## config.mk

```make
export PLATFORM = sky130hd
export DESIGN_NAME = spi_cmd_agent
export DESIGN_NICKNAME = d
export VERILOG_FILES = /design/src/spi_reg_pkg.sv /design/src/spi_cmd_agent.sv
export SDC_FILE = /design/constraint.sdc
export NUM_CORES = 1
export LEC_CHECK = 0
export ABC_AREA = 1
export ABC_CLOCK_PERIOD_IN_PS = 2470
export CAP_MARGIN = 0
export CORE_MARGIN = 1
export CORE_UTILIZATION = 50
export DETAILED_ROUTE_END_ITERATION = 10
export DONT_BUFFER_PORTS = 1
export GPL_TIMING_DRIVEN = 0
export SYNTH_ARGS = -nofsm -noshare
export SYNTH_HDL_FRONTEND = slang
export SYNTH_SLANG_ARGS = --single-unit
```

## constraint.sdc

```tcl
create_clock -name clk -period 2.47 [get_ports clk]
set_clock_uncertainty 0.1 [all_clocks]
set_input_delay 0.247 -clock clk [delete_from_list [all_inputs] [get_ports clk]]
set_output_delay 0.247 -clock clk [all_outputs]
set_load 0.005 [all_outputs]
```

## src/spi_reg_pkg.sv

```systemverilog
// Shared widths, opcodes and arbiter states for the SPI register port
package spi_reg_pkg;

  // Transfer geometry
  localparam int WORD_BYTES = 8;
  localparam int WORD_W = WORD_BYTES * 8;
  localparam int BYTE_CNT_W = $clog2(WORD_BYTES);
  localparam int BIT_CNT_W = 3;

  // Number of memory words
  localparam int MEM_DEPTH = 256;

  // Width types
  typedef logic [7:0] byte_t;
  typedef logic [WORD_W-1:0] word_t;
  typedef logic [31:0] data_t;
  typedef logic [7:0] addr_t;
  typedef logic [BIT_CNT_W-1:0] bit_cnt_t;
  typedef logic [BYTE_CNT_W-1:0] byte_cnt_t;

  // Opcode byte in bits 7:0 of a transfer
  localparam byte_t OP_NOP = 8'h00;
  localparam byte_t OP_WRITE = 8'h01;
  localparam byte_t OP_READ = 8'h02;

  // Arbiter FSM
  typedef enum logic [1:0] {
    ARB_IDLE,
    ARB_SPI,
    ARB_LOC
  } arb_state_t;

endpackage
```

## src/spi_cmd_agent.sv

```systemverilog
// SPI command agent that turns transfer words into memory requests and builds reply words
module spi_cmd_agent (
  input  logic               clk,
  input  logic               resetn,
  input  spi_reg_pkg::word_t rx_word,
  input  logic               word_valid,
  input  logic               spi_done,
  input  spi_reg_pkg::data_t spi_rdata,
  output logic               spi_req,
  output logic               spi_we,
  output spi_reg_pkg::addr_t spi_addr,
  output spi_reg_pkg::data_t spi_wdata,
  output spi_reg_pkg::word_t tx_word
);

  // Fields of the incoming word
  spi_reg_pkg::byte_t rx_op;
  // Opcode of the pending command for the echo
  spi_reg_pkg::byte_t op;
  spi_reg_pkg::data_t reply_data;
  logic cmd_hit;

  assign rx_op = rx_word[7:0];

  // Only write and read reach the arbiter
  // NOP leaves the request and the reply untouched
  // A word in the done cycle takes over from the finished command
  assign cmd_hit = word_valid && (!spi_req || spi_done) &&
    ((rx_op == spi_reg_pkg::OP_WRITE) || (rx_op == spi_reg_pkg::OP_READ));

  // Request held from the cycle after the word until done
  always_ff @(posedge clk) begin
    if (resetn) begin
      spi_req <= 1'b0;
    end else if (cmd_hit) begin
      spi_req <= 1'b1;
    end else if (spi_done) begin
      spi_req <= 1'b0;
    end
  end

  // Command fields stay stable while the request is up
  always_ff @(posedge clk) begin
    if (cmd_hit) begin
      op <= rx_op;
      spi_addr <= rx_word[15:8];
      spi_wdata <= rx_word[63:32];
      spi_we <= (rx_op == spi_reg_pkg::OP_WRITE);
    end
  end

  // Write echoes its own data and read returns the memory word
  assign reply_data = spi_we ? spi_wdata : spi_rdata;

  // Reply word in the command layout
  // Shifted out during the next transfer
  always_ff @(posedge clk) begin
    if (resetn) begin
      tx_word <= '0;
    end else if (spi_done) begin
      tx_word <= {reply_data, 16'h0000, spi_addr, op};
    end
  end

  // SCK spacing keeps a new word from landing on a pending command
  assert property (@(posedge clk) disable iff (resetn)
    word_valid |-> !spi_req || spi_done);

endmodule

```

Word level (Yosys, flattened, before mapping)
Cells that the tools add are included.

Bits in registers: 98. Bits in latches: 0. RAM bits: 0. Memory bits (read-only): 0. Input port bits: 100. Word-level logic and storage cells: 17. Memories kept: 0.

Add/sub/neg operators: 0. Multiply operators: 0. Div/mod/pow operators: 0. Order comparisons: 0. Equality and inequality tests: 2. Shift operators: 0. Muxes and demuxes: 3. Bitwise gates (word level): 0. Reductions and logical operators: 6.

Operators with widths (count): $mux W32 (1); $eq A8 B1 Y1 const B (1); $eq A8 B2 Y1 const B (1); $logic_and A1 B1 Y1 (2); $logic_or A1 B1 Y1 (2); $mux W1 (2); $reduce_bool A2 Y1 (1); $logic_not A1 Y1 (1).

Logic depth before layout (Yosys ltp)
Word-level depth: 5. Depth in mapped cells: 7. Gate-level depth less buffers: 6.

Worst setup path after synthesis
OpenSTA, ideal clock, no wires.

Kind: input -> register. Start: input port spi_done. End: register op[0], enable pin. Arrival time: 1.618 ns. Data required time: 1.967 ns. Slack: 0.349 ns. Cell stages on the path: 7. Path buffers: 1. Cells stage by stage: buf_4 inv_4 nand2_2 nand2_1 nor2_1 nand2_1 inv_1.

Cells in the longest elaborated chain, start to end: 3.

RTL lines: from (decl) (line spi_cmd_agent.sv:7) `input logic spi_done,`; $logic_or A1 B1 Y1 (line spi_cmd_agent.sv:28) `assign cmd_hit = word_valid && (!spi_req || spi_done) &&`; $logic_and A1 B1 Y1 (2 in a row) (line spi_cmd_agent.sv:28); via cmd_hit (line spi_cmd_agent.sv:21) `logic cmd_hit;`; to (signal assigned) (line spi_cmd_agent.sv:45) `op <= rx_op;`; to (decl) (line spi_cmd_agent.sv:19) `spi_reg_pkg::byte_t op;`.

The timed path passes the listed nets, and every way through them passes these cells. A chain may end at the register's enable or synchronous reset.

Final worst setup path
Start: register spi_req. End: register spi_wdata[20], enable pin.

Cells in the longest elaborated chain, start to end: 4.

RTL lines: from (decl) (line spi_cmd_agent.sv:9) `output logic spi_req,`; from (signal assigned) (line spi_cmd_agent.sv:34) `spi_req <= 1'b0;`; from (signal assigned) (line spi_cmd_agent.sv:36) `spi_req <= 1'b1;`; from (signal assigned) (line spi_cmd_agent.sv:38) `spi_req <= 1'b0;`; $logic_not A1 Y1 (line spi_cmd_agent.sv:28); $logic_or A1 B1 Y1 (line spi_cmd_agent.sv:28); $logic_and A1 B1 Y1 (2 in a row) (line spi_cmd_agent.sv:28); via cmd_hit (line spi_cmd_agent.sv:21); to (signal assigned) (line spi_cmd_agent.sv:47) `spi_wdata <= rx_word[63:32];`; to (decl) (line spi_cmd_agent.sv:12) `output spi_reg_pkg::data_t spi_wdata,`.

The timed path passes the listed nets, and every way through them passes these cells.

==> impl_metrics.toml <==
[sta]
period_share_pct = 67.5
fin_tns_setup_ns = 0
setup_violations = 0
rsz0062_at_grt = "false"
slew_viol_final = 0
max_freq_ghz = 0.600
min_period_ns = 1.67
final_hold_viol_count = 0

[cts]
cts_num_sinks = 98
cts_buffers = 9
htreeDepth = 3
cts_resized = 0
cts.path.max_buffers = 2
cts_root_buf = "clkbuf_8"
post-cts-setup-buffers = 0
path_clk_slew_ns = 0.10
cts_tree = "done"
insertion_delay_ns = 0.35

[layout]
nets = 542
syn_to_final_growth_pct = 23.1
antenna_cells = 0
n_fill_cell = 618
drive_above_1_share_pct = 12.8

[logic_synthesis]
avgSynthCellArea_um2 = 10.3
yosysTopAreaCell = "edfxtp_1"
synth_most_common_cell = "nand2_1"
synth_cells = 366
synthTopCellsByArea = "edfxtp_1 39%, dfxtp_1 26%, nand2_1 7.0%, o211ai_1 6.4%, buf_4 4.6%"
yosysWarnings = 0
yosysSeqAreaShare_pct = 64.9
synth_top_area_share_pct = 39.0
synth_flop_cell = "edfxtp_1"
ys_types = 17
syn-cell-area_um2 = 3780
synth_edf_count = 49
async_flop_share_pct = 0
synth-seq-cells = 98
netlist_top_cells_count = "70 x nand2_1, 49 x dfxtp_1, 49 x edfxtp_1"

[detailed_routing]
drt_pass1_iterations = 4
routed_wl_um = 9020
dr.first_iter.drc_count = 138
viasPerCell = 4.98
postRouteAntennaNets = 0
wl_per_cell_um = 16.5
vias = 2720
drc = 0

[grt]
grt_pass1_wl_um = 13100
grt_pass1_vias = 2558
antenna_found_initial = 0
track_usage_pct = 22.6
grt_max_degree = 33
grt_overflow = 0

[floorplan]
core_um2 = 7290
rows = 31
start_util_pct = 51.8
die_area_um2 = 7910
fp.dieH_um = 88.9
die_x_um = 88.9
ios = 206

[critical_path]
cp-end-kind = "flip-flop"
reg2reg_slack_ns = 0.80
crit_type = "flip-flop to flip-flop"
worstPathRequired_ns = 2.43
arrival_ns = 1.62
crit_fanout = 32
start_kind = "flip-flop"

[job]
drv_cap = 0

[placement]
place_congestion = 0.715
port_buffers = 0
hpwl_um = 6000

[power_and_ir_drop]
vdd_ir_drop_max_v = 0.000365
total_power_mw = 2.97
power_density_nw_per_um2 = 639
p_leak_nw = 2.02

[hold_path]
hp-class = "primary input to flip-flop"

[status]
status = "complete, no violations"
==> worst max-delay path: stages (launching register included) <==
cell and delay, ns:
dfxtp_1 0.34, nand2_2 0.08, nand2_1 0.05, nor2_1 0.08, nand2_1 0.08, inv_2 0.35, buf_12 0.28
==> layer usage <==
layer  vias to the layer above  wire length, um  track usage [%]
li1                       1334                -                -
met3                        12              888             9.42
met2                       123             4430             37.8
met5                         -                0                0
met1                      1251             3580             26.8
met4                         0              116             6.89
==> flip-flops by register name, summed over array words and instances (netlist names) <==
name,flops
spi_addr,8
spi_wdata,32
tx_word,48
spi_we,1
op,8
spi_req,1
==> stage by stage <==
step,utilization [%],setup WS [ns],hold WS (ns),cells,cell area [um2]
6_report,63.8,0.803,0.0273,546,4650
5_1_grt,63.8,0.731,0.0296,546,4650
4_1_cts,63.8,0.830,0.0149,546,4650
3_5_place_dp,54.5,0.680,0.220,481,3980
3_3_place_gp,54.3,-0.266,0.219,480,3960
2_1_floorplan,-,0.349,0.216,381,3830
==> logic make-up after synthesis <==
logic type	after synthesis	share of synthesized area (%)
compound gates	49	8.61
buf+inv	76	11.1
other cells	1	0.0993
flops	98	64.9
simple gates	142	15.2
==> where the power goes <==
part,switching (mW),internal [mW]
Sequential,0.0421,1.75
Clock,0.585,0.384
Combinational,0.0951,0.111
==> final timing paths <==
check          startpoint             to  depth (start not counted)
max               spi_req  spi_wdata[20]                          6
min          spi_rdata[9]    tx_word[41]                          4
max reg2reg       spi_req  spi_wdata[20]                          6
min reg2reg         op[2]     tx_word[2]                          2
==> placed cells by master (no fill, tap or decap) <==
cell / count
nand3_1: 32
inv_6: 4
dfxtp_1: 49
inv_8: 1
clkbuf_1: 2
buf_2: 9
clkinv_2: 1
nor2_1: 39
o211ai_1: 32
inv_1: 35
buf_12: 1
conb_1: 16
o21ai_0: 16
dlygate4sd3_1: 49
nand2_1: 70
nand2_2: 1
inv_4: 1
clkinv_4: 1
buf_4: 23
buf_6: 4
inv_2: 1
edfxtp_1: 49
clkbuf_8: 9
clkinvlp_4: 1
a21oi_1: 1
==> cell type report <==
class / instances / area [um2] / area share (%)
flip-flops and latches: 98 / 2450 / 52.7
plain buffers: 38 / 270 / 5.81
repair buffers: 50 / 510 / 11.0
well taps: 99 / 124 / 2.66
clock buffers: 9 / 124 / 2.66
clock inverters: 7 / 58.8 / 1.26
multi-input cells: 207 / 961 / 20.7
inverters: 38 / 150 / 3.23
==> what timing repair did <==
action,4_1_cts,5_1_grt
hold buffers,49,0
endpoints found under the setup margin,0,0
endpoints found under the hold margin,49,0
Note: power is estimated with default switching activity, not from simulation.
