### config.mk
export PLATFORM = sky130hd
export DESIGN_NAME = reg_arbiter
export DESIGN_NICKNAME = d
export VERILOG_FILES = /design/src/spi_reg_pkg.sv /design/src/reg_arbiter.sv
export SDC_FILE = /design/constraint.sdc
export NUM_CORES = 1
export LEC_CHECK = 0
export BUFFER_PORTS_ARGS = -buffer_cell sky130_fd_sc_hd__buf_4
export CAP_MARGIN = 10
export CORE_AREA = 5 5 84 86
export DETAILED_ROUTE_END_ITERATION = 8
export DIE_AREA = 0 0 89 91
export GPL_TIMING_DRIVEN = 0
export PLACE_DENSITY_LB_ADDON = 0.12
export SYNTH_ARGS = -nofsm -noshare
export SYNTH_HDL_FRONTEND = slang
export SYNTH_SLANG_ARGS = --single-unit
### constraint.sdc
create_clock -name clk -period 1.2 [get_ports clk]
set_input_delay 0.06 -clock clk [delete_from_list [all_inputs] [get_ports clk]]
set_output_delay 0.06 -clock clk [all_outputs]
set_load 0.03 [all_outputs]
### src/spi_reg_pkg.sv
// Shared widths, opcodes and arbiter states for the SPI register port
package spi_reg_pkg;

  // Transfer geometry
  localparam int WORD_BYTES = 8;
  localparam int WORD_W = WORD_BYTES * 8;
  localparam int BYTE_CNT_W = $clog2(WORD_BYTES);
  localparam int BIT_CNT_W = 3;

  // Number of memory words
  localparam int MEM_DEPTH = 256;

  // Width types
  typedef logic [7:0] byte_t;
  typedef logic [WORD_W-1:0] word_t;
  typedef logic [31:0] data_t;
  typedef logic [7:0] addr_t;
  typedef logic [BIT_CNT_W-1:0] bit_cnt_t;
  typedef logic [BYTE_CNT_W-1:0] byte_cnt_t;

  // Opcode byte in bits 7:0 of a transfer
  localparam byte_t OP_NOP = 8'h00;
  localparam byte_t OP_WRITE = 8'h01;
  localparam byte_t OP_READ = 8'h02;

  // Arbiter FSM
  typedef enum logic [1:0] {
    ARB_IDLE,
    ARB_SPI,
    ARB_LOC
  } arb_state_t;

endpackage
### src/reg_arbiter.sv
// Round-robin arbiter between the SPI agent and the local port in front of the memory
module reg_arbiter (
  input  logic               clk,
  input  logic               resetn,
  input  logic               spi_req,
  input  logic               spi_we,
  input  spi_reg_pkg::addr_t spi_addr,
  input  spi_reg_pkg::data_t spi_wdata,
  output logic               spi_done,
  output spi_reg_pkg::data_t spi_rdata,
  input  logic               loc_req,
  input  logic               loc_we,
  input  spi_reg_pkg::addr_t loc_addr,
  input  spi_reg_pkg::data_t loc_wdata,
  output logic               loc_done,
  output spi_reg_pkg::data_t loc_rdata,
  output logic               mem_en,
  output logic               mem_we,
  output spi_reg_pkg::addr_t mem_addr,
  output spi_reg_pkg::data_t mem_wdata,
  input  spi_reg_pkg::data_t mem_rdata
);

  spi_reg_pkg::arb_state_t state;
  // Set when the local port had the last grant
  logic last_loc;
  logic spi_want;
  logic loc_want;

  // A requester still holds req in its done cycle
  assign spi_want = spi_req && !spi_done;
  assign loc_want = loc_req && !loc_done;

  always_ff @(posedge clk) begin
    if (resetn) begin
      state <= spi_reg_pkg::ARB_IDLE;
      last_loc <= 1'b0;
      spi_done <= 1'b0;
      loc_done <= 1'b0;
    end else begin
      // Done lands one cycle after the access with the read data
      spi_done <= (state == spi_reg_pkg::ARB_SPI);
      loc_done <= (state == spi_reg_pkg::ARB_LOC);
      case (state)
        spi_reg_pkg::ARB_IDLE: begin
          // On a tie the peer not served last wins
          if (spi_want && (!loc_want || last_loc)) begin
            state <= spi_reg_pkg::ARB_SPI;
            last_loc <= 1'b0;
          end else if (loc_want) begin
            state <= spi_reg_pkg::ARB_LOC;
            last_loc <= 1'b1;
          end
        end
        // One access per grant
        default: state <= spi_reg_pkg::ARB_IDLE;
      endcase
    end
  end

  // Memory port follows the granted requester
  always_comb begin
    mem_en = 1'b0;
    mem_we = 1'b0;
    mem_addr = '0;
    mem_wdata = '0;
    case (state)
      spi_reg_pkg::ARB_SPI: begin
        mem_en = 1'b1;
        mem_we = spi_we;
        mem_addr = spi_addr;
        mem_wdata = spi_wdata;
      end
      spi_reg_pkg::ARB_LOC: begin
        mem_en = 1'b1;
        mem_we = loc_we;
        mem_addr = loc_addr;
        mem_wdata = loc_wdata;
      end
      default: begin
      end
    endcase
  end

  // Registered read data is valid in the done cycle
  assign spi_rdata = mem_rdata;
  assign loc_rdata = mem_rdata;

  // Each done pulse answers a request that is still held
  assert property (@(posedge clk) disable iff (resetn)
    spi_done |-> spi_req);
  assert property (@(posedge clk) disable iff (resetn)
    loc_done |-> loc_req);

endmodule

Yosys cells after proc, flatten, opt, wreduce, memory -nomap -nowiden --
Cells that the tools add are included.
Storage, ports and cells: input port bits 118, register bits 5, logic and storage cells 29
Cells by class: eq/ne operators 2, reduce and logical (&&, ||, !) cells 13, bitwise logic cells 1, muxes and demuxes 8
Operators by type and width (count):
- 32-bit case mux with 2 select lines | 1
- 8-bit case mux with 2 select lines | 1
- 1-bit 2-to-1 mux | 5
- 2-bit OR reduction | 2
- 1-bit logical AND | 3
- 1-bit zero test | 3
- 3-bit OR reduction | 1
- 2-bit by 1-bit equality test with 1-bit output, second input constant | 1
- 2-bit equality test, second input constant | 1
- 2-bit zero test | 1
- 1-bit case mux with 2 select lines | 1
- 2-bit AND reduction | 1
- 2-bit nonzero test | 1
- 1-bit logical OR | 1
- 1-bit inverter | 1

Longest topological paths before layout --
depth after elaboration 7, depth in mapped cells 6, depth with buffers taken out 4

Worst setup path after synthesis --
OpenSTA, ideal clock, no wires.
path type register -> output, start point register state[0], end point output port mem_addr[1], path slack -0.485 ns, cell stages (with the launch flop) 5, arrival 1.625 ns, buffers on the path 1, required time 1.140 ns, path through dfxtp_1 -> inv_1 -> ha_1 -> clkbuf_1 -> nor2b_1
On the way: word-level cells in the longest chain between the ends 2, elaborated cells on any way between the ends 3
RTL lines:
- from (decl) | RTL line reg_arbiter.sv:24 | spi_reg_pkg::arb_state_t state;
- from (signal assigned) | RTL line reg_arbiter.sv:36 | state <= spi_reg_pkg::ARB_IDLE;
- from (signal assigned) | RTL line reg_arbiter.sv:48 | state <= spi_reg_pkg::ARB_SPI;
- from (signal assigned) | RTL line reg_arbiter.sv:51 | state <= spi_reg_pkg::ARB_LOC;
- 2-bit equality test / 2-bit by 1-bit equality test with 1-bit output (equally long branches) | RTL line reg_arbiter.sv:67 | case (state)
- 8-bit case mux with 2 select lines (*) | RTL line reg_arbiter.sv:67
- to (decl) | RTL line reg_arbiter.sv:19 | output spi_reg_pkg::addr_t mem_addr,
Every way passes the cells marked *; elsewhere a longest branch is shown, timed or not.

Worst setup path after layout --
start point register state[0], end point output port mem_wdata[12]
On the way: word-level cells in the longest chain between the ends 2, elaborated cells on any way between the ends 3
RTL lines:
- 2-bit equality test / 2-bit by 1-bit equality test with 1-bit output (equally long branches) | RTL line reg_arbiter.sv:67
- 32-bit case mux with 2 select lines (*) | RTL line reg_arbiter.sv:67
- to (decl) | RTL line reg_arbiter.sv:20 | output spi_reg_pkg::data_t mem_wdata,
Marked as above.

==> metrics.txt <==
outcome complete, but fails checks; failing checks setup timing; via/cell ratio 4.34; Max-slew headroom 81.5%; CTS buffer count 3; r2r setup slk 0.12 ns; Die H 91 um; max capacitance violation total 0; first-pass GRT wire length 10,100 um; CP endpoint kind output port; GRT Residual Overflow 0; peak supply drop 473 uV; placed cell area 3470 sq um; Die Wd 89 um; vias 1,998; mean post-synth cell area 7.34 sq um; WS Path Type reg2out; remaining antenna violation count 0; Comb power frac 82.7%; crit-path max FO 8; FILL cells 532; TritonCTS clock tree yes; area occupied by multi-input gates 1220 sq um; Synth Instances 183; Total Wirelength 6960 um; register area 105 sq um; clock buffer depth 2; highest clock rate 0.661 GHz; number of global-route vias before repair 2,071; DIE AREA 8100 sq um; Clk Latency, worst-skew pair 0.22 ns; Syn Nets 304; area delta synth->final 188%; worst hold stages 2; hold worst-path end spi_done; initial antenna violation count 0; RR Endpoint spi_done; Arr. time, crit path 1.45 ns; aggregate global-route resource usage 15.1%; Syn. warnings 0; clk_skew 0.000434 ns; Sinks on Clock Net 5; Synth cell types 16; Post-Syn Area 1340 sq um; worst reg2reg startpoint state[0]; ratio of cells with drive above 1 in the final layout 95.3%; Routed WL per cell 15.1 um; Final HPWL DP 5880 um; startpoint types flip-flop; HP Start resetn; H-Tree Depth 1; RSZ-0062 raised after global routing yes; Flop pwr share 6.9%; initial core utilization 21.6%; core area 6200 sq um; hold_buf cts 0; largest net degree at the start of global routing 11; Rows 29; most frequent cells in the layout 217 x buf_4, 43 x buf_6, 40 x a22oi_2, 40 x nor2b_4, 6 x buf_12; Pre-Repair DR Iteration Count 4; Slew Limit Fails 0; CTS Root Cell clkbuf_8; period utilisation layout 126%; Ports 226; sw frac 40.7%; Seq/Total Area, Yosys 7.46%; Final Hold Viols 0; final setup fails 41; internal power 1740 uW; Cell Pwr Density 759 nW/um^2; design area 3870 sq um; Worst-Margin Slew 0.277 ns; crit path from state[0]; DRT iter0 DRCs 36; commonest non-fill, non-tap cell in the layout buf_4; HP Class in2reg; Reg clk slew, reported paths 0.03 ns; worst r2r path cells 4; LEAKAGE 0.00177 uW; DRC errors left 0; # diodes 0; setup ws final -0.312 ns; sw power 1200 uW; min Tclk post-route 1.51 ns; Final Power 2940 uW; PortBufs 193; Clk network pwr share 10.4%; Yosys reg bits 5; Layout Nets 505; WP data required 1.14 ns; gpl congestion 0.754
==> metrics by stage <==
step / hold WS, ns / setup TNS [ns] / setup slack (ns) / utilization [%] / std cells
after global routing: 0.0273 / -14.17 / -0.370 / 62.4 / 460
after global placement: 0.250 / -8.38 / -0.226 / 55.9 / 453
after floorplan: 0.132 / -0.967 / -0.0242 / - / 183
final: 0.0295 / -11.42 / -0.312 / 62.4 / 460
after detailed placement: 0.253 / -8.91 / -0.244 / 55.9 / 453
after CTS: 0.0210 / -12.99 / -0.334 / 62.0 / 460
==> layout make-up <==
class	instances	area share [%]
repair buffers	198	44.0
multi-input cells	97	31.6
plain buffers	76	17.7
flip-flops and latches	5	2.72
well taps	77	2.49
clock buffers	4	1.16
inverters	3	0.356
==> power by group through the flow <==
stage,logic [uW],registers (uW),clock network (uW)
4_1_cts,2410,202,320
3_3_place_gp,2180,199,0
2_1_floorplan,1510,206,0
3_5_place_dp,2190,199,0
5_1_grt,2550,205,342
6_report,2430,202,306
==> metal layers <==
metal	track usage, %	part of all wire, %	wire length, um	vias up
met2	28.1	53	3700	129
li1	-	-	-	964
met1	17.1	33	2330	905
met5	0	0	0	-
met4	1.49	0	0	0
met3	4.80	13	934	0
==> cells in the mapped netlist, drive strengths merged <==
library cell | number | area share, %
a22oi | 42 | 24
a311oi | 1 | 0.65
a21oi | 1 | 0.37
dfxtp | 5 | 7.5
inv | 3 | 0.84
nand2b | 2 | 0.93
a31oi | 1 | 0.47
clkbuf | 4 | 1.1
a21o | 1 | 0.56
nor2b | 44 | 21
ha | 3 | 2.8
buf | 74 | 40
or3b | 1 | 0.65
nor2 | 1 | 0.28
==> state kept, by name, summed over array words and instances (netlist names) <==
| name | cells |
|---|---|
| loc_done | 1 |
| state | 2 |
| last_loc | 1 |
| spi_done | 1 |
==> cells by family (layout without fill, tap and decap cells) <==
family / Yosys count / in the layout / synth area share (%)
buffers and inverters: 81 / 281 / 41.5
DFF: 5 / 5 / 7.46
AOI/OAI and AO/OA: 46 / 46 / 25.9
adders and majority gates: 3 / 3 / 2.80
and+or+nand+nor: 48 / 48 / 22.4
==> how the worst max path moves through the flow <==
stage,to,slack [ns]
floorplan,mem_addr[1],-0.02
global placement,mem_wdata[10],-0.23
detailed placement,mem_wdata[10],-0.24
CTS,mem_wdata[21],-0.33
global route,mem_wdata[18],-0.37
finish,mem_wdata[12],-0.31
==> what timing repair did <==
item,4_1_cts,5_1_grt
setup buffers,2,0
gates resized for setup,70,8
pin swaps,40,3
endpoints found under the setup margin,42,42
gates cloned,2,1
==> critical path: stages, from the launching register on <==
cell and delay, ns:
dfxtp_2 0.33, buf_6 0.10, ha_4 0.28, clkbuf_16 0.20, a22oi_2 0.06, nor2b_4 0.12
buf_6 0.14
Power figures use the tool's default switching activity.
