[config.mk]
export PLATFORM = sky130hd
export DESIGN_NAME = spi_word_link
export DESIGN_NICKNAME = d
export VERILOG_FILES = /design/src/spi_reg_pkg.sv /design/src/spi_word_link.sv /design/src/spi_byte_link.sv
export SDC_FILE = /design/constraint.sdc
export NUM_CORES = 1
export LEC_CHECK = 0
export ABC_AREA = 1
export BUFFER_PORTS_ARGS = -buffer_cell sky130_fd_sc_hd__buf_2
export CORE_UTILIZATION = 53
export DETAILED_ROUTE_END_ITERATION = 6
export GPL_TIMING_DRIVEN = 0
export PLACE_DENSITY = 0.85
export RECOVER_POWER = 100
export SLEW_MARGIN = 20
export SYNTH_ARGS = -nofsm -noshare
export SYNTH_HDL_FRONTEND = slang
export SYNTH_HIERARCHICAL = 1
export SYNTH_SLANG_ARGS = --single-unit
[constraint.sdc]
create_clock -name clk -period 3.6 [get_ports clk]
set_input_delay 0 -clock clk [delete_from_list [all_inputs] [get_ports clk]]
set_output_delay 0 -clock clk [all_outputs]
set_load 0.005 [all_outputs]
[src/spi_reg_pkg.sv]
// Shared widths, opcodes and arbiter states for the SPI register port
package spi_reg_pkg;

  // Transfer geometry
  localparam int WORD_BYTES = 8;
  localparam int WORD_W = WORD_BYTES * 8;
  localparam int BYTE_CNT_W = $clog2(WORD_BYTES);
  localparam int BIT_CNT_W = 3;

  // Number of memory words
  localparam int MEM_DEPTH = 256;

  // Width types
  typedef logic [7:0] byte_t;
  typedef logic [WORD_W-1:0] word_t;
  typedef logic [31:0] data_t;
  typedef logic [7:0] addr_t;
  typedef logic [BIT_CNT_W-1:0] bit_cnt_t;
  typedef logic [BYTE_CNT_W-1:0] byte_cnt_t;

  // Opcode byte in bits 7:0 of a transfer
  localparam byte_t OP_NOP = 8'h00;
  localparam byte_t OP_WRITE = 8'h01;
  localparam byte_t OP_READ = 8'h02;

  // Arbiter FSM
  typedef enum logic [1:0] {
    ARB_IDLE,
    ARB_SPI,
    ARB_LOC
  } arb_state_t;

endpackage
[src/spi_word_link.sv]
// SPI word link that gathers eight bytes into one transfer word and serves the reply bytes
module spi_word_link (
  input  logic               clk,
  input  logic               resetn,
  input  logic               sck,
  input  logic               cs_n,
  input  logic               copi,
  output logic               cipo,
  input  spi_reg_pkg::word_t tx_word,
  output spi_reg_pkg::word_t rx_word,
  output logic               word_valid
);

  // Byte level link
  spi_reg_pkg::byte_t rx_byte;
  spi_reg_pkg::byte_t tx_byte;
  logic rx_valid;
  logic active;

  // Byte position inside the current transfer
  spi_reg_pkg::byte_cnt_t byte_cnt;
  logic last_byte;

  spi_byte_link u_byte_link (
    .clk      (clk),
    .resetn   (resetn),
    .sck      (sck),
    .cs_n     (cs_n),
    .copi     (copi),
    .cipo     (cipo),
    .tx_byte  (tx_byte),
    .rx_byte  (rx_byte),
    .rx_valid (rx_valid),
    .active   (active)
  );

  assign last_byte =
    (byte_cnt == spi_reg_pkg::byte_cnt_t'(spi_reg_pkg::WORD_BYTES - 1));

  // Byte count and word pulse
  always_ff @(posedge clk) begin
    if (resetn) begin
      byte_cnt <= '0;
      word_valid <= 1'b0;
    end else begin
      word_valid <= 1'b0;
      if (rx_valid) begin
        // Wraps modulo WORD_BYTES
        byte_cnt <= byte_cnt + 1'b1;
        word_valid <= last_byte;
      end else if (!active) begin
        // CS release throws away a partial word
        byte_cnt <= '0;
      end
    end
  end

  // Little endian assembly
  // New bytes enter at the top so the first one ends in bits 7:0
  always_ff @(posedge clk) begin
    if (rx_valid) begin
      rx_word <= {rx_byte, rx_word[spi_reg_pkg::WORD_W-1:8]};
    end
  end

  // Outgoing byte follows the same little endian order
  assign tx_byte = tx_word[{byte_cnt, 3'b000} +: 8];

  // A word completes only on the wrap of the byte count while CS is still active
  assert property (@(posedge clk) disable iff (resetn)
    word_valid |-> active && (byte_cnt == '0));

endmodule

[src/spi_byte_link.sv]
// SPI mode 0 byte peripheral that shifts one byte in and one byte out per eight SCK cycles
module spi_byte_link (
  input  logic               clk,
  input  logic               resetn,
  input  logic               sck,
  input  logic               cs_n,
  input  logic               copi,
  output logic               cipo,
  input  spi_reg_pkg::byte_t tx_byte,
  output spi_reg_pkg::byte_t rx_byte,
  output logic               rx_valid,
  output logic               active
);

  // Pin synchronizers
  // SCK keeps one more stage so that edges come from the synchronized history
  logic [2:0] sck_sync;
  logic [1:0] cs_sync;
  logic [1:0] copi_sync;

  // Received bits count up on rising SCK
  spi_reg_pkg::bit_cnt_t rx_cnt;
  // Sent bits count down on falling SCK
  spi_reg_pkg::bit_cnt_t tx_cnt;

  logic sck_rise;
  logic sck_fall;
  logic copi_bit;

  // Edges seen one stage after the synchronized value
  assign sck_rise = sck_sync[1] & ~sck_sync[2];
  assign sck_fall = ~sck_sync[1] & sck_sync[2];

  // CS is active low on the pin
  assign active = ~cs_sync[1];
  assign copi_bit = copi_sync[1];

  // Always driven from the current bit index
  assign cipo = tx_byte[tx_cnt];

  // Synchronous reset asserted high
  always_ff @(posedge clk) begin
    if (resetn) begin
      // Mode 0 idles with SCK low and CS released
      sck_sync <= '0;
      cs_sync <= '1;
      copi_sync <= '0;
    end else begin
      sck_sync <= {sck_sync[1:0], sck};
      cs_sync <= {cs_sync[0], cs_n};
      copi_sync <= {copi_sync[0], copi};
    end
  end

  // Bit counters and end of byte pulse
  always_ff @(posedge clk) begin
    if (resetn) begin
      rx_cnt <= '0;
      tx_cnt <= '1;
      rx_valid <= 1'b0;
    end else begin
      rx_valid <= 1'b0;
      if (!active) begin
        // Released CS drops any partial byte
        rx_cnt <= '0;
        tx_cnt <= '1;
      end else if (sck_rise) begin
        rx_cnt <= rx_cnt + 1'b1;
      end else if (sck_fall) begin
        tx_cnt <= tx_cnt - 1'b1;
        // Falling edge after bit 0 closes the byte
        rx_valid <= (tx_cnt == '0);
      end
    end
  end

  // Receive shift register
  // COPI is sampled MSB first on rising SCK
  always_ff @(posedge clk) begin
    if (active && sck_rise) begin
      rx_byte <= {rx_byte[6:0], copi_bit};
    end
  end

  // A finished byte arrives with CS still active and a full set of rising edges
  assert property (@(posedge clk) disable iff (resetn)
    rx_valid |-> active && (rx_cnt == '0));

endmodule

; Yosys cells after proc, flatten, opt, wreduce, memory -nomap -nowiden
; Cells that the tools add are included.
[word_totals]
out_inout_bits = 66
mem_bits_ro = 0
reg_bits = 87
word_cells = 33
latch_bits = 0
mem_bits_rw = 0
mem_count = 0
in_bits = 69
[classes]
mux = 4
addsub = 2
shifts = 1
div_mod_pow = 0
order_cmp = 1
bitwise_logic = 8
mul = 0
n_reduce_logical = 7
n_eq_ne = 1
[ops]
columns = cell, count
row1 = variable part select 64 x 7 -> 8 bit, 1
row2 = two-way mux 3 bit, 2
row3 = NOT 1 bit, 6
row4 = < comparator 3 x 4 -> 1 bit (second input constant), 1
row5 = OR reduction 2 bit, 2
row6 = OR reduction 4 bit, 1
row7 = adder 3 x 1 -> 3 bit (second input constant), 1
row8 = binary-select mux 1 bit (select 3 bit), 1
row9 = == test 3 bit (second input constant), 1
row10 = zero test 3 bit, 1
row11 = subtractor 3 x 1 -> 3 bit (second input constant), 1
row12 = bitwise AND 1 bit, 2
row13 = AND reduction 2 bit, 1
row14 = nonzero test 2 bit, 1
row15 = logical AND 1 bit, 1
row16 = two-way mux 1 bit, 1

; Depth between registers and ports, before layout
; Gate-level depths: netlist (run 1).
[depth]
depth_word = 4
mapped_depth = 14
ltp_nobuf = 12

; By module
; Netlist (run 1), hierarchy kept.
[by_module_without_submodules]
columns = mod, instances, seq_area_each_um2, area_each_um2, cells_each
row1 = spi_word_link, 1, 2001.9, 3012.9, 297
row2 = spi_byte_link, 1, 460.4, 724.4, 78

; Worst setup path after synthesis (run 1)
; Ideal clock, no wire load.
[synth_timing]
path_type = register to register
start = register u_byte_link.rx_valid
end = register byte_cnt[0]
setup_slack_ns = 1.314
stages_incl_launch_ff = 4
required_ns = 3.475
t_arrival_ns = 2.161
setup_ns = 0.125
period_less_slack_ns = 2.286
path_cell_list = dfxtp_1 -> nor2_1 -> nor2_1 -> nor2_1
[synth_between]
elab_chain_cells = 1
word_cells_on_any_way = 2
[synth_rtl]
columns = element, line
row1 = from (decl), spi_byte_link.sv:11  ; output logic rx_valid,
row2 = from (signal assigned), spi_byte_link.sv:72  ; rx_valid <= (tx_cnt == '0);
row3 = two-way mux 3 bit or nonzero test 2 bit (tied branches), -
row4 = to (signal assigned), spi_word_link.sv:49  ; byte_cnt <= byte_cnt + 1'b1;
row5 = to (decl), spi_word_link.sv:21  ; spi_reg_pkg::byte_cnt_t byte_cnt;
; Several ways; a longest one is shown, not always the timed one.
; A chain may end at the register's enable or synchronous reset.

; Worst setup path after layout (run 1)
[layout_timing]
start = register byte_cnt[1]
end = output port cipo
[layout_between]
elab_chain_cells = 3
[layout_rtl]
columns = element, line
row1 = variable part select 64 x 7 -> 8 bit, spi_word_link.sv:67  ; assign tx_byte = tx_word[{byte_cnt, 3'b000} +: 8];
row2 = named net tx_byte[1], spi_word_link.sv:16  ; spi_reg_pkg::byte_t tx_byte;
row3 = binary-select mux 1 bit (select 3 bit), spi_byte_link.sv:39  ; assign cipo = tx_byte[tx_cnt];
row4 = two-way mux 1 bit (implied by the code), spi_byte_link.sv:39
row5 = to (decl), spi_word_link.sv:8  ; output logic cipo,
; The timed path passes the listed nets, and every way through them passes these cells. The select of a mux whose other input is x is not followed.

==> run summary, run 1 <==
Fin Clk Skew - 6.07 ps
minimum clock period after layout - 2110 ps
Die Width - 86.0 um
Chip Height - 86.0 um
worst hold-check path type - primary input to flop
Finish-stage setup viols - 0
synth top area cells - edfxtp_1, nand2_1, inv_1
clock root cell - clkbuf_8
Worst Setup End Kind - output pin
GRT Total Usage - 0.202
internal power - 1.38 mW
Max Cap Violations - 0
CP top delay family - simple AND/OR/NAND/NOR gates
worst path cell trace - buf_6 -> clkbuf_1 -> nand3_1 -> nand2_1 -> nand2_1 -> nand2_1 -> inv_1 -> nand2_1 -> nand3_1 -> nand2_1 -> nand2_1 -> nand2_1 -> buf_2
Max Transition Viols Final - 0
total power - 1.72 mW
ANT cells - 0
WP data arrival - 2110 ps
die area - 7390 um^2
CP max FO - 10
H-tree Lvls - 3
sequential fraction of the synthesis area - 0.659
Max-Slew Margin vs Limit - 0.0734
I/O pin cnt - 135
power share of the combinational group - 0.055
area growth from synthesis to layout - 25.8%
WP depth - 13
final non-filler cell total - 626
Placer Congestion - 0.843
vias - 2889
Cell Area, Synth - 3740 um^2
WL final - 7.47 mm
number of global-route vias before repair - 2743
yosys warns - 6
Worst Hold Path Cells - 3
fin area - 4700 um^2
Final nets - 598
Port Buffers - 134
Reg power frac - 0.626
largest net degree at the start of global routing - 37
leading area contributor after synthesis - edfxtp_1
Max Freq - 0.474 GHz
FF/Latch Area - 2460 um^2
worst-path cell with the longest stage delay - clkbuf_1
CTS Buf Count - 9
Post-CTS Setup Bufs - 0
switching share of power - 0.202
Pwr per Cell Area - 367 nW/um^2
wire per inst - 11.9 um
drt first pass iters - 5
RSZ-0062 raised after global routing - false
Cells after DPL - 606
cell area after placement - 4550 um^2
Clock Sinks - 87
most frequent CP cell - nand2_1
Mapped Cells - 375
fin crit share - 0.586
core area - 6790 um^2
GRT overflow - 0
# fillers - 544
Peak VDD IR - 0.353 mV
leak pwr - 2.28 nW
first-pass GRT wire length - 11.6 mm
Worst-Margin Slew - 1390 ps
routed vias/inst - 4.62
CTS max path bufs - 2
Netlist cell types - 20
Fin. Hold Viols - 0
# DRC - 0
Final TNS setup - 0 ps
clock share of power - 0.320
layout cells sized above 1 - 0.251
Starting Density - 0.550
flops & latches, synth - 87
Routed Antenna Nets - 0
clock transition at the registers of the reported paths - 80 ps
Setup Crit Path Kind - flop to output pin
initial DRC count - 161
area share of the largest cell type after synthesis - 0.579
NetSw - 0.348 mW
status - finished clean
WP data required - 3600 ps
fin util - 0.692
CTS tree - done
multi-input logic area - 840 um^2
Max stage delay on crit path - 400 ps
Buf/Inv on CP - 4
Net Count, Synth - 448
R2R depth - 1
Worst Setup Start Kind - flop
Clk Latency, worst-skew pair - 320 ps
initial antenna violation count - 0
synthesized area per cell - 9.97 um^2
# rows - 30
DP HPWL - 5.64 mm
-- layout make-up --
type,count,share of cell area
plain buffers,12,0.0210
inverters,87,0.0711
repair buffers,139,0.145
clock buffers,11,0.0279
well taps,96,0.0256
multi-input cells,189,0.179
flip-flops and latches,87,0.524
clock inverters,5,0.00745
-- registers in the layout, summed over array words and instances, names as in the netlist --
signal	flops
rx_word	64
u_byte_link/rx_byte	8
byte_cnt	3
u_byte_link/sck_sync	3
u_byte_link/tx_cnt	3
u_byte_link/copi_sync	2
u_byte_link/cs_sync	2
u_byte_link/rx_valid	1
word_valid	1
-- metrics by stage --
step,hold WS (ps),setup slack [ps]
5_1_grt,398,1370
3_3_place_gp,182,744
3_5_place_dp,186,1960
6_report,397,1490
4_1_cts,367,1720
2_1_floorplan,69.1,1310
-- what timing repair did --
item | in CTS | in global routing
setup endpoints to repair | 0 | 0
endpoints found under the hold margin | 5 | 0
gates resized for setup | 0 | 0
hold buffers | 4 | 0
-- synthesized netlist by cell type, drive strengths merged --
library cell    n
and3            1
o21ai           1
inv            87
or2             2
nand3          40
edfxtp         72
nor3            2
nor2            9
a21oi           2
o211ai          1
nand2         127
buf            12
dfxtp          15
ha              4
-- path summary, 6_finish.rpt --
kind	startpoint	end	slack (ps)
worst min register to register	u_byte_link/sck_sync[0]$_SDFF_PP0_	u_byte_link/sck_sync[1]$_SDFF_PP0_	410
worst max register to register	u_byte_link/rx_valid$_SDFF_PP0_	rx_word[40]$_DFFE_PP_	1720
worst max-delay path	byte_cnt[1]$_SDFFE_PP0P_	cipo	1490
worst min-delay path	cs_n	u_byte_link/cs_sync[0]$_SDFF_PP1_	400
-- metal layers --
| layer | vias to the layer above | share of wire | global-route usage |
|---|---|---|---|
| li1 | 1459 | - | - |
| met1 | 1322 | 0.40 | 0.238 |
| met2 | 97 | 0.52 | 0.369 |
| met3 | 11 | 0.065 | 0.0529 |
| met4 | 0 | 0.0095 | 0.0500 |
| met5 | - | 0 | 0 |
-- cell families (layout without fill, tap and decap cells) --
logic type	after synthesis	after routing	share of synthesized area
compound gates	4	4	0.00603
fa+ha+maj	4	4	0.0134
buf+inv	99	254	0.117
flops	87	87	0.659
simple gates	181	181	0.205
-- worst min-delay path: stages --
cell,delay (ps)
dlygate4sd3_1,520
buf_2,90
or2_2,80
-- power groups by stage --
stage,Sequential [mW],Clock [mW],Combinational (mW)
floorplan,1.10,0,0.0443
global placement,1.10,0,0.0870
detailed placement,1.10,0,0.0903
CTS,1.08,0.567,0.0941
global route,1.08,0.610,0.108
finish,1.08,0.551,0.0940
-- placed cells by master (no fill, tap or decap), drive strengths merged, types with 2 or more instances in the layout --
cell type | netlist | layout
a21oi | 2 | 2
buf | 12 | 104
clkbuf | 0 | 54
clkinv | 0 | 2
clkinvlp | 0 | 3
dfxtp | 15 | 15
dlygate4sd3 | 0 | 4
edfxtp | 72 | 72
ha | 4 | 4
inv | 87 | 87
nand2 | 127 | 127
nand3 | 40 | 40
nor2 | 9 | 9
nor3 | 2 | 2
or2 | 2 | 2
Note: power is estimated with default switching activity, not from simulation.
==> run 2, diff against run 1 <==
- CORE_UTILIZATION: 53 -> 49
- PLACE_DENSITY: 0.85 -> 0.79
- clock period: 3.6 -> 2.1 ns (I/O delays scaled with it)
==> run summary, run 2 (synthesis gave the netlist of run 1 again) <==
Max Transition Viols Final - 0
Final nets - 597
vias - 2840
H-tree Lvls - 3
initial antenna violation count - 0
Worst-Margin Slew - 1460 ps
power share of the combinational group - 0.051
Max Cap Violations - 0
Peak VDD IR - 0.618 mV
Finish-stage setup viols - 0
routed vias/inst - 4.52
clock share of power - 0.356
initial DRC count - 127
Fin. Hold Viols - 0
worst hold-check path type - primary input to flop
RSZ-0062 raised after global routing - false
I/O pin cnt - 135
Worst Setup SP - u_byte_link/rx_valid$_SDFF_PP0_
minimum clock period after layout - 1880 ps
die area - 7980 um^2
CTS tree - done
largest net degree at the start of global routing - 70
Clock Sinks - 87
switching share of power - 0.203
WP data arrival - 2100 ps
total power - 3.12 mW
first-pass GRT wire length - 10.8 mm
ANT cells - 0
drt first pass iters - 4
WL final - 7.25 mm
# rows - 31
GRT overflow - 0
CTS Buf Count - 9
wire per inst - 11.5 um
Port Buffers - 134
GRT Total Usage - 0.182
clock transition at the registers of the reported paths - 80 ps
Setup Crit Path Kind - flop to flop
end point of the critical path - byte_cnt[0]$_SDFFE_PP0P_
r2r endpoint - byte_cnt[0]$_SDFFE_PP0P_
# fillers - 630
Placer Congestion - 0.842
Reg power frac - 0.593
leak pwr - 2.25 nW
Worst Setup End Kind - flop
CP max FO - 69
R2R Setup Slk - 220 ps
Max-Slew Margin vs Limit - 0.0249
Fin Clk Skew - 7.38 ps
Final TNS setup - 0 ps
most frequent cells in the layout - nand2_1, inv_1, buf_2, edfxtp_1, clkbuf_1
most common cell after layout, fill and taps aside - nand2_1
max reg flops - 64
Worst Setup Start Kind - flop
R2R depth - 3
fin crit share - 0.893
Routed Antenna Nets - 0
Cells after DPL - 608
Pwr per Cell Area - 665 nW/um^2
worst flop-to-flop path startpoint - u_byte_link/rx_valid$_SDFF_PP0_
internal power - 2.48 mW
number of global-route vias before repair - 2514
WP data required - 2320 ps
NetSw - 0.633 mW
Clk Latency, worst-skew pair - 340 ps
DP HPWL - 5.45 mm
status - finished clean
Biggest register - rx_word
area growth from synthesis to layout - 25.4%
Chip Height - 89.3 um
Starting Density - 0.510
final non-filler cell total - 628
layout cells sized above 1 - 0.216
core area - 7330 um^2
Die Width - 89.3 um
Largest regs - rx_word x64, u_byte_link/rx_byte x8
fin util - 0.640
Max Freq - 0.533 GHz
clock root cell - clkbuf_8
CTS max path bufs - 2
# DRC - 0
==> run 2: cell types whose count changed in the layout (fill, tap and decap cells not counted), sizes merged <==
cell      previous run  this run
bufinv               0         1
clkinv               2         3
buf                104        82
clkbuf              54        73
inv                 87        90
clkinvlp             3         0
==> run 2: critical path, stage by stage (launching register included) <==
cell     delay (ps)
dfxtp_2        1310
nor2_1          210
nor2_1          150
nor2_1           50
==> run 2: final cells by class <==
type / count / area (um^2) / share of cell area
Inverter: 87 / 334 / 0.0713
Tap cell: 99 / 124 / 0.0264
Multi-Input combinational cell: 189 / 840 / 0.179
Clock inverter: 7 / 70.1 / 0.0149
Timing Repair Buffer: 138 / 633 / 0.135
Sequential cell: 87 / 2460 / 0.525
Buffer: 12 / 100 / 0.0214
Clock buffer: 9 / 124 / 0.0264
==> run 2: what timing repair did <==
item / in CTS / in global routing
gates resized for setup: 0 / 0
setup buffers: 0 / 0
hold endpoints to repair: 7 / 0
hold buffers: 4 / 0
==> run 2: worst min path at each step <==
stage | startpoint | endpoint | slack (ps) | cells past startpoint
floorplan | resetn | byte_cnt[1]$_SDFFE_PP0P_ | 70 | 1
global placement | cs_n | u_byte_link/cs_sync[0]$_SDFF_PP1_ | 180 | 2
detailed placement | cs_n | u_byte_link/cs_sync[0]$_SDFF_PP1_ | 190 | 2
CTS | cs_n | u_byte_link/cs_sync[0]$_SDFF_PP1_ | 360 | 3
global route | cs_n | u_byte_link/cs_sync[0]$_SDFF_PP1_ | 380 | 3
finish | cs_n | u_byte_link/cs_sync[0]$_SDFF_PP1_ | 380 | 3
==> run 2: metrics by stage <==
step	hold WS (ps)	worst slack [ps]	area, um^2
6_report	380	224	4690
5_1_grt	376	27.5	4690
4_1_cts	361	234	4770
3_5_place_dp	192	469	4540
3_3_place_gp	183	249	4530
2_1_floorplan	69.1	569	3740
==> run 2: power by group through the flow <==
stage	clock network (mW)	logic [mW]	registers (mW)
after floorplan	0	0.0760	1.89
after global placement	0	0.150	1.89
after detailed placement	0	0.154	1.89
after CTS	1.14	0.161	1.85
after global routing	1.22	0.183	1.85
final	1.11	0.160	1.85
==> run 2: metal layers <==
layer  wire [um]  global-route usage  share of wire
met5           0                   0              0
met4          85              0.0563          0.012
met3         575              0.0683          0.079
met2        3560               0.304           0.49
met1        3040               0.220           0.42
==> run 3, diff against run 2 <==
- CORE_UTILIZATION: 49 -> 45
- PLACE_DENSITY: 0.79 -> 0.76
- clock period: 2.1 -> 1.7 ns (I/O delays scaled with it)
==> run summary, run 3 (synthesis gave the netlist of run 1 again) <==
Max Freq - 0.564 GHz
worst flop-to-flop path startpoint - u_byte_link/rx_valid$_SDFF_PP0_
leak pwr - 2.36 nW
minimum clock period after layout - 1770 ps
Finish-stage setup viols - 1
RSZ-0062 raised after global routing - true
Worst Setup End Kind - output pin
Worst-Margin Slew - 862 ps
wire per inst - 11.9 um
Max Cap Violations - 0
Final nets - 602
CTS max path bufs - 2
drt first pass iters - 4
Worst Setup Start Kind - flop
Fin Clk Skew - 8.76 ps
status - finished, violations left
Clock Sinks - 87
WL final - 7.60 mm
Starting Density - 0.474
core area - 7890 um^2
max reg flops - 64
Die Width - 93.1 um
# rows - 32
most frequent cells in the layout - nand2_1, buf_2, inv_1, edfxtp_1, clkbuf_1
most common cell after layout, fill and taps aside - nand2_1
vias - 2882
layout cells sized above 1 - 0.283
CTS tree - done
initial antenna violation count - 0
Worst Setup SP - byte_cnt[1]$_SDFFE_PP0P_
Cells after DPL - 611
Pwr per Cell Area - 795 nW/um^2
initial DRC count - 186
cell area after placement - 4540 um^2
GRT Total Usage - 0.179
Chip Height - 93.1 um
WP data arrival - 1770 ps
routed vias/inst - 4.53
number of global-route vias before repair - 2718
fin area - 4840 um^2
I/O pin cnt - 135
clock transition at the registers of the reported paths - 80 ps
hold_sp - cs_n
Clk Latency, worst-skew pair - 340 ps
Largest regs - rx_word x64, u_byte_link/rx_byte x8
largest net degree at the start of global routing - 70
ANT cells - 0
Port Buffers - 134
final non-filler cell total - 636
area growth from synthesis to layout - 29.5%
Peak VDD IR - 0.731 mV
fin crit share - 1.04
WP data required - 1700 ps
Max Transition Viols Final - 0
die area - 8670 um^2
Placer Congestion - 0.885
Biggest register - rx_word
clock root cell - clkbuf_8
CTS Buf Count - 9
failing checks - setup timing
Max-Slew Margin vs Limit - 0.425
worst hold-check path type - primary input to flop
Fin. Hold Viols - 0
CP max FO - 10
GRT overflow - 0
Final TNS setup - -73.3 ps
slack of the critical path - -73.3 ps
H-tree Lvls - 3
Setup Crit Path Kind - flop to output pin
# DRC - 0
Routed Antenna Nets - 0
first-pass GRT wire length - 12.1 mm
DP HPWL - 5.64 mm
## run 3: power by group
group          internal, mW  switching, mW  total [mW]
Clock                 0.682          0.683        1.36
Sequential             2.28        0.00352        2.28
Combinational         0.106         0.0953       0.201
## run 3: worst paths after layout
| check | end | slack [ps] | cells past startpoint |
|---|---|---|---|
| min | u_byte_link/cs_sync[0]$_SDFF_PP1_ | 380 | 3 |
| min reg2reg | u_byte_link/sck_sync[1]$_SDFF_PP0_ | 410 | 2 |
| max | cipo | -70 | 14 |
| max reg2reg | byte_cnt[0]$_SDFFE_PP0P_ | 310 | 3 |
## run 3: area by class of cell
type / instances / area, um^2
Clock buffer: 9 / 124
Fill cell: 685 / 3050
Inverter: 87 / 337
Sequential cell: 87 / 2470
Multi-Input combinational cell: 189 / 865
Timing Repair Buffer: 143 / 724
Clock inverter: 7 / 70.1
Buffer: 12 / 125
Tap cell: 102 / 128
## run 3: routing by layer
metal,global-route usage,vias up,share of wire
met5,0,-,0
met4,0.0410,0,0.011
met3,0.0528,11,0.068
met2,0.309,91,0.51
met1,0.221,1311,0.41
li1,-,1469,-
## run 3: through the flow
stage | setup WS, ps | hold slack [ps] | power [mW] | utilization
2_1_floorplan | 169 | 69.1 | 2.43 | -
3_3_place_gp | -151 | 185 | 2.52 | 0.575
5_1_grt | -203 | 386 | 4.00 | 0.614
3_5_place_dp | 16.9 | 187 | 2.52 | 0.576
4_1_cts | -84.0 | 369 | 3.89 | 0.618
6_report | -73.3 | 378 | 3.85 | 0.614
## run 3: worst max-delay path, cell delays in order (launching register included)
cell     delay [ps]
dfxtp_1         330
buf_6           140
inv_4            90
buf_6           150
nand3_1          90
nand2_1         100
nand2_1          80
nand2_1          70
inv_1            30
nand2_1          50
nand3_1          60
nand2_1          60
nand2_1          40
nand2_1          50
buf_2           110
## run 3: repair_timing
action | in CTS | in global routing
endpoints found under the hold margin | 7 | 0
cloned | 2 | 0
setup endpoints to repair | 9 | 1
gates resized for setup | 15 | 3
hold buffers | 4 | 0
setup buffers | 3 | 0
pin swaps | 11 | 2
